File: config.mk
export PLATFORM = sky130hd
export DESIGN_NAME = uartTx
export DESIGN_NICKNAME = d
export VERILOG_FILES = /design/src/verilog/hackPkg.sv /design/src/verilog/uartTx.sv
export SDC_FILE = /design/constraint.sdc
export NUM_CORES = 1
export LEC_CHECK = 0
export ABC_AREA = 1
export BUFFER_PORTS_ARGS = -buffer_cell sky130_fd_sc_hd__buf_2
export CORE_MARGIN = 3
export CORE_UTILIZATION = 51
export CTS_BUF_LIST = sky130_fd_sc_hd__clkbuf_2
export CTS_CLUSTER_SIZE = 25
export DETAILED_ROUTE_END_ITERATION = 8
export GPL_TIMING_DRIVEN = 1
export PLACE_DENSITY = 0.76
export SETUP_SLACK_MARGIN = 0.02
export SKIP_CTS_REPAIR_TIMING = 1
export SLEW_MARGIN = 0
export SYNTH_ARGS = -nofsm -noshare
export SYNTH_HDL_FRONTEND = slang
export SYNTH_SLANG_ARGS = --single-unit
export TNS_END_PERCENT = 10
File: constraint.sdc
create_clock -name clk -period 1.2 [get_ports clk]
set_input_delay 0.06 -clock clk [delete_from_list [all_inputs] [get_ports clk]]
set_output_delay 0.06 -clock clk [all_outputs]
set_load 0.02 [all_outputs]
File: src/verilog/hackPkg.sv
/* Shared widths, memory map and UART timing of the HACK computer.
   Data addresses are 15 bits, the program counter covers a 256-word ROM. */

`default_nettype none

package hackPkg;

	localparam int wordBits = 16;
	localparam int addrBits = 15;
	localparam int pcBits = 8; // 256-word ROM

	typedef logic [wordBits-1:0] wordT;
	typedef logic [addrBits-1:0] addrT;
	typedef logic [pcBits-1:0] pcT;

	// RAM occupies 0 .. ramWords-1
	localparam int ramWords = 3840;
	localparam int ramAddrBits = $clog2(ramWords);

	// Memory-mapped IO
	localparam addrT addrLed = 15'd4096; // Two low bits kept
	localparam addrT addrBut = 15'd4097; // Read only
	localparam addrT addrUartTx = 15'd4098; // Write sends low byte, bit 15 reads busy

	// Serial bit period in clocks
	localparam int uartClocksPerBit = 8;

endpackage

`default_nettype wire

File: src/verilog/uartTx.sv
/* 8N1 transmitter, clocksPerBit clocks per bit, clocksPerBit >= 2.
   A load while busy is dropped, software polls busy first. */

`default_nettype none

module uartTx #(
	parameter int clocksPerBit = hackPkg::uartClocksPerBit
) (
	input wire clk,
	input wire arstN,
	input wire load,
	input wire [7:0] data,
	output logic busy,
	output logic tx
);

	logic [9:0] shiftQ; // Stop, data, start
	logic [3:0] bitCnt; // Bits sent in frame
	logic [$clog2(clocksPerBit)-1:0] baudCnt;
	logic bitEnd;

	assign bitEnd = (baudCnt == ($bits(baudCnt))'(clocksPerBit - 1));

	// Line driven straight from the register, idles high
	assign tx = shiftQ[0];

	always_ff @(posedge clk or negedge arstN) begin
		if (!arstN) begin
			shiftQ <= '1;
			bitCnt <= '0;
			baudCnt <= '0;
			busy <= 1'b0;
		end else if (!busy) begin
			if (load) begin
				shiftQ <= {1'b1, data, 1'b0}; // Start bit out next cycle
				bitCnt <= '0;
				baudCnt <= '0;
				busy <= 1'b1;
			end
		end else if (bitEnd) begin
			baudCnt <= '0;
			shiftQ <= {1'b1, shiftQ[9:1]}; // LSB first, ones fill
			bitCnt <= bitCnt + 1'b1;
			if (bitCnt == 4'd9)
				busy <= 1'b0; // Stop bit done
		end else begin
			baudCnt <= baudCnt + 1'b1;
		end
	end

	aIdleHigh: assert property (
		@(posedge clk) disable iff (!arstN) !busy |-> tx
	) else $error("uartTx line low while idle");

	// Accepted load shows a start bit on the next cycle
	aStartBit: assert property (
		@(posedge clk) disable iff (!arstN) (load && !busy) |=> (busy && !tx)
	) else $error("uartTx start bit missing after load");

endmodule

`default_nettype wire

==> results.cfg <==
[place]
placed_cells = 135
hpwl_um = 1200
gp_congestion = 0.801
io_buffers = 12
pre_cts_ws_ns = -0.0885
place_area_sq_mm = 0.00102

[sta]
finalMaxSlewViolations = 0
fin_ws_ns = -0.0607
finClkSkew_ns = 0.00865
rsz0062_at_grt = true
hold_viol_final = 0
worstMarginPinSlew_ns = 0.382
finalCritPeriodShare = 1.05
final.setup.tns_ns = -0.446
setup_viol = 11
timing.final.crit_period_ns = 1.26
fmaxAchievable_mhz = 793
max_slew_margin = 0.745

[drt]
drcViolationCount = 0
wirelength_um = 1670
num_vias = 700
drtIter0Drc = 15
via_per_inst = 5.00
wire_per_inst_um = 11.9
ant_nets = 0
firstDrtPassIters = 4

[setup_path]
regToRegEndpoint = bitCnt[0]$_DFFE_PN0P_
crit_chain = ha_2 > ha_4 > nand2_4 > nand2_8 > buf_4 > a21oi_2
required_ns = 1.44
critPathMaxFanout = 6
end_kind = flip-flop
r2r_start = baudCnt[0]$_DFFE_PN0P_
r2r_slack_ns = -0.06
cpPeakStageDelay_ns = 0.41
path_class = reg -> reg
arrival_ns = 1.50
reg2reg_depth = 6
cp-start-kind = flip-flop
critPathSlowestCell = dfrtp_1

[grt]
grt_max_degree = 18
track_usage = 0.174
grt_pass1_wl_um = 2620
antenna_found_initial = 0
overflow = 0
grt_pass1_vias = 615

[power]
leakage_nw = 0.542
switchingPower_uw = 964
vdd_drop_max_uv = 1170
sequentialPowerShare = 0.438
combPwrFrac = 0.461
p_sw_frac = 0.382
p_per_area_mw_per_mm2 = 2330
pwr-share-clk = 0.101
p_int_mw = 1.56

[synthesis]
synthFlopType = dfstp_2
synth.most_common_cell = nand2_1
yosysSeqAreaShare = 0.512
synth_cell_types = 21
synth_commonest_cells = nand2_1, dfstp_2, dfrtp_1
ys_ff_latch = 17
syn-num-nets = 116
synth.yosys.warnings = 0
syn_inst = 101
syn_area_per_cell_sq_um = 8.45
ys_top_cells_by_area = dfstp_2, dfrtp_1, nand2_1, ha_1, inv_1
synth_edf_count = 0
async_flop_share = 1.00
synth_top_area_frac = 0.277
yosys.area.top_type = dfstp_2
synth_area_sq_um = 853

[die]
die-area_sq_mm = 0.00220
initial_core_util = 0.554
core_area_sq_mm = 0.00154
pin_count = 13
num_rows = 14
die_x_um = 46.9
die_h_um = 46.9

[clocking]
cts_tree = built
cts_buffer_depth = 2
htree_levels = 1
clk_latency_ns = 0.30
clkTransAtPathRegs_ns = 0.16
root_buffer = clkbuf_2
cts_sinks = 17
cts_made_buffers = 3

[worst_hold_path]
hold_depth = 3
worstHoldEndpoint = shiftQ[8]$_DFFE_PN1P_
hold_start = data[7]
hold_class = in -> reg

[flow_run]
max-cap-violations = 0

[status]
violations = setup timing
status = finished, violations left

[cells_and_area]
insertedDiodeCount = 0
drive_above_1_share = 0.403
final_nets = 140
stdcell_count = 140
final_cell_area_sq_mm = 0.00108
syn2layout_area_growth_pct = 26.8
==> power by group through the flow <==
stage	clock network (mW)	logic [mW]	registers, mW
after floorplan	0	0.739	1.10
after global placement	0	1.03	1.10
after detailed placement	0	1.07	1.11
after CTS	0.268	1.07	1.10
after global routing	0.295	1.32	1.13
final	0.255	1.16	1.10
==> layout by cell type (no fill, tap or decap) <==
master and n:
a21oi_2 1, a22o_1 1, buf_12 1, buf_2 12, buf_4 7, clkbuf_2 3
clkinv_2 1, dfrtp_1 8, dfstp_2 9, dlygate4sd3_1 1, ha_1 2, ha_2 1
ha_4 1, inv_1 4, inv_2 2, inv_6 1, nand2_1 46, nand2_2 4
nand2_4 1, nand2_8 1, nand3_1 3, nand4_1 1, nor2_1 4, nor2_2 1
nor2_4 1, nor3_1 1, o21ai_0 2, o21ai_2 1, o22ai_2 1, o31ai_4 1
xnor2_1 1
==> stage by stage <==
stage | hold WS, ns | power, mW | utilization
CTS | -0.359 | 2.44 | 0.673
detailed placement | 0.00172 | 2.17 | 0.660
global route | -0.00101 | 2.74 | 0.702
global placement | -0.00393 | 2.13 | 0.660
floorplan | -0.236 | 1.84 | -
finish | 0.00824 | 2.52 | 0.702
==> sequential cells by signal, indices dropped and copies added (netlist names) <==
name / flops
baudCnt: 3
busy: 1
shiftQ: 9
bitCnt: 4
==> layer usage <==
layer  wire, um  share of wire  track usage  vias to the layer above
li1           -              -            -                      361
met1        754           0.45        0.234                      318
met2        819           0.49        0.268                       16
met3         65          0.039       0.0230                        5
met4         30          0.018       0.0994                        0
met5          0              0            0                        -
==> logic make-up after synthesis <==
group,Yosys count,share of synthesized area
compound gates,7,0.0660
xor+xnor,1,0.0103
fa+ha+maj,4,0.0587
buf+inv,9,0.0528
flops,17,0.512
simple gates,63,0.301
==> final cells by class <==
type	instances	area [sq um]
well taps	16	20.0
inverters	7	31.3
clock inverters	1	5.00
fillers	121	459
repair buffers	21	143
flip-flops and latches	17	437
clock buffers	3	15.0
multi-input cells	75	432
==> how the worst max path moves through the flow <==
stage          cells after the start  slack (ns)               endpoint                    from
2_1_floorplan                      7        0.02  shiftQ[8]$_DFFE_PN1P_  baudCnt[0]$_DFFE_PN0P_
3_3_place_gp                       7      -0.007  bitCnt[2]$_DFFE_PN0P_  baudCnt[1]$_DFFE_PN0P_
3_5_place_dp                       7       -0.09  shiftQ[0]$_DFFE_PN1P_  baudCnt[1]$_DFFE_PN0P_
4_1_cts                            7       -0.13  shiftQ[0]$_DFFE_PN1P_  baudCnt[1]$_DFFE_PN0P_
5_1_grt                            6       -0.12  bitCnt[0]$_DFFE_PN0P_  baudCnt[0]$_DFFE_PN0P_
6_report                           6       -0.06  bitCnt[0]$_DFFE_PN0P_  baudCnt[0]$_DFFE_PN0P_
==> critical path: cells and delay by family (launching register included) <==
kind,cells,cell delay [ns]
DFF,1,0.41
adders and majority gates,2,0.37
and+or+nand+nor,2,0.17
buffers and inverters,1,0.15
AOI/OAI and AO/OA,1,0.10
No activity file was read; power rests on OpenSTA's default activity.
