`src/verilog/hackPkg.sv`:
```
/* Shared widths, memory map and UART timing of the HACK computer.
   Data addresses are 15 bits, the program counter covers a 256-word ROM. */

`default_nettype none

package hackPkg;

	localparam int wordBits = 16;
	localparam int addrBits = 15;
	localparam int pcBits = 8; // 256-word ROM

	typedef logic [wordBits-1:0] wordT;
	typedef logic [addrBits-1:0] addrT;
	typedef logic [pcBits-1:0] pcT;

	// RAM occupies 0 .. ramWords-1
	localparam int ramWords = 3840;
	localparam int ramAddrBits = $clog2(ramWords);

	// Memory-mapped IO
	localparam addrT addrLed = 15'd4096; // Two low bits kept
	localparam addrT addrBut = 15'd4097; // Read only
	localparam addrT addrUartTx = 15'd4098; // Write sends low byte, bit 15 reads busy

	// Serial bit period in clocks
	localparam int uartClocksPerBit = 8;

endpackage

`default_nettype wire

```
`src/verilog/memBus.sv`:
```
/* CPU data bus. Writes commit on the edge where write is high,
   reads are combinational from address to rdata. */

`default_nettype none

interface memBus;
	import hackPkg::*;

	addrT address; // Data address from A
	wordT wdata; // ALU result
	logic write; // One cycle strobe
	wordT rdata; // Decoded read data

	modport cpu (
		output address,
		output wdata,
		output write,
		input rdata
	);

	modport mem (
		input address,
		input wdata,
		input write,
		output rdata
	);

endinterface

`default_nettype wire

```
`src/verilog/hackCpu.sv`:
```
/* HACK CPU, one instruction per cycle. M is read combinationally from the bus.
   Jump targets use the low pcBits of A, so programs must fit in 256 words. */

`default_nettype none

module hackCpu (
	input wire clk,
	input wire arstN,
	input wire hackPkg::wordT instruction,
	output hackPkg::pcT pc,
	memBus.cpu bus
);
	import hackPkg::*;

	logic isC; // C-instruction when bit 15 set
	logic aBit; // Select M instead of A
	logic zx, nx, zy, ny, f, no; // ALU control
	logic dA, dD, dM; // Destinations
	logic jLt, jEq, jGt; // Jump conditions
	wordT aQ;
	wordT dQ;
	wordT x;
	wordT y;
	wordT aluOut;
	logic zr; // Result zero
	logic ng; // Result negative
	logic jump;

	assign isC = instruction[15];
	assign aBit = instruction[12];
	assign zx = instruction[11];
	assign nx = instruction[10];
	assign zy = instruction[9];
	assign ny = instruction[8];
	assign f = instruction[7];
	assign no = instruction[6];
	assign dA = instruction[5];
	assign dD = instruction[4];
	assign dM = instruction[3];
	assign jLt = instruction[2];
	assign jEq = instruction[1];
	assign jGt = instruction[0];

	// ALU, covers the 18 HACK functions through the six control bits
	always_comb begin
		x = zx ? '0 : dQ;
		x = nx ? ~x : x;
		y = aBit ? bus.rdata : aQ; // A or M operand
		y = zy ? '0 : y;
		y = ny ? ~y : y;
		aluOut = f ? x + y : x & y;
		aluOut = no ? ~aluOut : aluOut;
	end

	assign zr = (aluOut == '0);
	assign ng = aluOut[wordBits-1];
	assign jump = isC & ((jLt & ng) | (jEq & zr) | (jGt & ~ng & ~zr));

	// Address always comes from the current A
	assign bus.address = addrT'(aQ);
	assign bus.wdata = aluOut;
	assign bus.write = isC & dM;

	always_ff @(posedge clk or negedge arstN) begin
		if (!arstN) begin
			aQ <= '0;
			dQ <= '0;
			pc <= '0;
		end else begin
			if (!isC)
				aQ <= instruction; // A-instruction loads constant
			else if (dA)
				aQ <= aluOut;
			if (isC && dD)
				dQ <= aluOut;
			pc <= jump ? pcT'(aQ) : pc + 1'b1; // Wraps at ROM end
		end
	end

	// Memory writes only from C-instructions
	aWriteOnlyFromC: assert property (
		@(posedge clk) disable iff (!arstN) !instruction[15] |-> !bus.write
	) else $error("hackCpu write strobe during A-instruction");

endmodule

`default_nettype wire

```
`src/flat_wrapper.sv`:
```
// flat-port wrapper written by rule: the top's interface ports become plain ports
module hackCpu_flat import hackPkg::*;
  (clk, arstN, instruction, pc, bus_address, bus_wdata, bus_write, bus_rdata);
  memBus bus_i ();
  input wire clk;
  input wire arstN;
  input wire hackPkg::wordT instruction;
  output hackPkg::pcT pc;
  output wire logic [$bits(bus_i.address)-1:0] bus_address;
  output wire logic [$bits(bus_i.wdata)-1:0] bus_wdata;
  output wire logic [$bits(bus_i.write)-1:0] bus_write;
  input wire logic [$bits(bus_i.rdata)-1:0] bus_rdata;
  assign bus_address = bus_i.address;
  assign bus_wdata = bus_i.wdata;
  assign bus_write = bus_i.write;
  assign bus_i.rdata = bus_rdata;
  hackCpu u_core (.clk(clk), .arstN(arstN), .instruction(instruction), .pc(pc), .bus(bus_i));
endmodule
```
`config.mk`:
```
export PLATFORM = sky130hd
export DESIGN_NAME = hackCpu_flat
export DESIGN_NICKNAME = d
export VERILOG_FILES = /design/src/verilog/hackPkg.sv /design/src/verilog/memBus.sv /design/src/verilog/hackCpu.sv /design/src/flat_wrapper.sv
export SDC_FILE = /design/constraint.sdc
export NUM_CORES = 1
export LEC_CHECK = 0
export ABC_CLOCK_PERIOD_IN_PS = 8900
export BUFFER_PORTS_ARGS = -buffer_cell sky130_fd_sc_hd__buf_2
export CAP_MARGIN = 10
export CORE_MARGIN = 2
export CORE_UTILIZATION = 53
export DETAILED_ROUTE_END_ITERATION = 16
export MAX_ROUTING_LAYER = met4
export PLACE_DENSITY = 0.83
export SKIP_LAST_GASP = 1
export SLEW_MARGIN = 20
export SYNTH_ARGS = -nofsm -noshare
export SYNTH_HDL_FRONTEND = slang
export SYNTH_SLANG_ARGS = --single-unit
```
`constraint.sdc`:
```
create_clock -name clk -period 8.9 [get_ports clk]
set_clock_uncertainty 0.15 [all_clocks]
set_input_delay 0.445 -clock clk [delete_from_list [all_inputs] [get_ports clk]]
set_output_delay 0.445 -clock clk [all_outputs]
set_load 0.05 [all_outputs]
```
==> flow_metrics.py <==
metrics = {
    "finish": {
        "fillCellCount": 632,
        "fin_nets": 557,
        "final_common_cell": "buf_2",
        "area_delta_synth_final_pct": 9.130,
        "antenna_cells": 0,
        "instances_no_fill": 605,
        "layout_common_cells": "73 x buf_2, 41 x nor2_1, 40 x dfrtp_1, 36 x mux2i_1, 33 x xnor2_1",
        "multi_input_comb_area_mm2": 0.002780,
        "post-route-cell-area_mm2": 0.004442,
        "drive_gt1_share_pct": 23.32,
        "seqCellArea_mm2": 0.001001,
    },
    "synth": {
        "synth_top_family_by_area": "compound AO/OA/AOI/OAI gates",
        "synth-edff-count": 0,
        "synthMuxAreaShare_pct": 14.39,
        "synth-xor-area-share_pct": 11.62,
        "synth-compound-area-share_pct": 18.75,
        "synth_nets": 521,
        "synth_area_leaders": "dfrtp_1 25%, mux2i_1 8.9%, xnor2_1 7.1%",
        "yosys.area.top_type": "dfrtp_1",
        "yosys_warnings": 0,
        "syn_area_per_cell_um2": 8.678,
        "synth_cell_types": 67,
        "synth_flop_cell": "dfrtp_1",
        "ys_seq_elements": 40,
        "synthCells": 469,
        "yosys.area_share.adder_pct": 5.718,
        "synth_top_area_share_pct": 24.59,
        "ys_async_sr_fraction_pct": 100.0,
        "synth_area_mm2": 0.004070,
        "yosys.area_share.simple_pct": 17.83,
        "yosysSeqAreaShare_pct": 24.59,
    },
    "cts": {
        "cts_resized": 0,
        "cts_setup_buffers": 0,
        "cts_buffers": 5,
        "cts_sinks": 40,
        "ctsHtreeMaxLevel": 2,
        "clock_latency_ps": 290,
        "cts_tree": "done",
        "cts_root_buffer": "clkbuf_8",
        "postCtsHoldBufs": 0,
        "clk_pin_slew_worst_paths_ps": 80,
        "cts_buffer_depth": 2,
    },
    "global_route": {
        "grt_overflow": 0,
        "grt_pass1_wl_um": 18190,
        "antenna_found_initial": 0,
        "grt_pass1_vias": 3583,
        "track_usage_pct": 27.27,
        "grt_max_degree": 41,
    },
    "floorplan": {
        "start_util_pct": 55.52,
        "die_h_um": 91.63,
        "core_mm2": 0.007331,
        "ioPinCount": 74,
        "die_area_mm2": 0.008396,
        "num_rows": 31,
        "die_x_um": 91.63,
    },
    "route": {
        "routed_wl_um": 11060,
        "drt-initial-drc-count": 342,
        "dr.pass1.iters": 5,
        "drtAntennaViolNets": 0,
        "wl_per_cell_um": 18.28,
        "viasPerCell": 6.149,
        "vias": 3720,
        "drcViolationCount": 0,
    },
    "power_and_ir_drop": {
        "p_seq_share_pct": 20.5,
        "intPower_mw": 0.6759,
        "power_density_mw_per_mm2": 332.7,
        "p_sw_mw": 0.8017,
        "switching_share_pct": 54.26,
        "power_frac_clock_pct": 10.1,
        "p_leak_nw": 2.031,
        "max-vdd-ir-drop_mv": 0.1925,
        "finalPower_mw": 1.478,
        "power_frac_comb_pct": 69.4,
    },
    "setup_path": {
        "crit_fanout": 17,
        "reg2reg_depth": 14,
        "setup.worst_path.start_class": "input pin",
        "required_ps": 8930,
        "timing.rr.start": "u_core.aQ[0]",
        "crit_slowest_cell": "a221oi_4",
        "end_kind": "register",
        "crit_arrival_ps": 5080,
        "cp_cell_sequence": "buf_2 -> mux2i_1 -> nor2_1 -> xor2_1 -> ha_1 -> fa_1 -> a211oi_2 -> o21ai_2 -> and4_1 -> o41ai_2 -> o221ai_1 -> nor4_2 -> a41oi_1 -> a221oi_4 -> mux2_2",
        "cpPeakStageDelay_ps": 540,
        "reg2reg_setup_slack_ps": 4140,
        "r2r_end": "u_core.pc[4]",
        "cp_top_family": "compound AO/OA/AOI/OAI gates",
        "path_class": "input pin to register",
        "crit_buf_inv": 1,
    },
    "sta": {
        "finalSetupViolations": 0,
        "fmax_mhz": 198.1,
        "finalCriticalPeriod_ps": 5048,
        "slew_headroom_pct": 37.09,
        "tightestPinTransition_ps": 941.3,
        "fin_crit_sh_pct": 56.71,
        "setup_tns_ps": 0,
        "grt_setup_unrepaired": "no",
        "drv_slew": 0,
        "hold_viol": 0,
    },
    "placement": {
        "dpl-instance-area_mm2": 0.004334,
        "place_inst": 597,
        "hpwlAfterDp_um": 7941,
        "port_buffers": 73,
        "place.gp.congestion": 0.9550,
    },
    "status": {
        "status": "finished clean",
    },
    "min_path": {
        "hold_path.class": "input pin to asynchronous set/reset pin",
    },
    "job": {
        "drv_cap": 0,
    },
}
==> metal layers <==
layer | global-route usage [%] | wire length [µm] | vias up
li1 | - | - | 1754
met1 | 37.89 | 4861 | 1780
met2 | 43.01 | 5195 | 163
met3 | 3.451 | 830 | 23
met4 | 5.556 | 170 | 0
met5 | - | 0 | -
==> synthesized netlist by cell type, drive strengths merged (4+ instances only) <==
master and n:
inv 14, a211o 5, ha 17, nor2 41, a21oi 28, and2 4
o21ai 16, nand2b 20, buf 26, o211ai 4, or3 5, and3 12
a211oi 7, mux2 20, nor3 8, dfrtp 40, xor2 21, xnor2 33
nand2 16, or2 4, mux2i 36, nand3 15, clkbuf 19
==> final cells by class <==
cell class | instances | share of cell area, %
clock buffers | 6 | 1.634
clock inverters | 2 | 0.7887
inverters | 15 | 1.268
multi-input cells | 369 | 62.59
flip-flops and latches | 40 | 22.54
well taps | 99 | 2.789
repair buffers | 74 | 8.394
==> cells by family (layout without fill, tap and decap cells) <==
group,Yosys count,count (layout)
fa+ha+maj,18,18
xor+xnor,54,54
buf+inv,60,97
mux,56,56
flops,40,40
compound gates,102,102
simple gates,139,139
==> per-stage QoR <==
step,hold slack [ps],worst slack (ps),util (%)
final,140.7,3853,60.59
after global routing,191.0,3563,60.59
after CTS,165.1,3936,60.59
after detailed placement,330.5,3656,59.12
after global placement,313.7,3770,59.12
after floorplan,-0.5911,2662,-
==> flip-flops by register name (all words and copies together), names as in the netlist <==
signal,flops
u_core.pc,8
u_core.aQ,16
u_core.dQ,16
==> worst max-delay path by stage <==
stage / end / cells after the start / slack, ps / startpoint
3_5_place_dp: u_core.pc[4] / 15 / 3660 / instruction[12]
3_3_place_gp: u_core.pc[4] / 15 / 3770 / instruction[12]
4_1_cts: u_core.pc[4] / 15 / 3940 / instruction[12]
6_report: u_core.pc[4] / 15 / 3850 / instruction[12]
2_1_floorplan: u_core.pc[1] / 14 / 2660 / instruction[12]
5_1_grt: u_core.pc[4] / 15 / 3560 / instruction[12]
==> power groups by stage <==
stage	clock network, mW	logic, mW	registers [mW]
2_1_floorplan	0	0.751	0.356
3_3_place_gp	0	0.986	0.299
3_5_place_dp	0	1.01	0.304
4_1_cts	0.151	1.01	0.301
5_1_grt	0.158	1.10	0.312
6_report	0.150	1.03	0.302
Power figures use the tool's default switching activity.
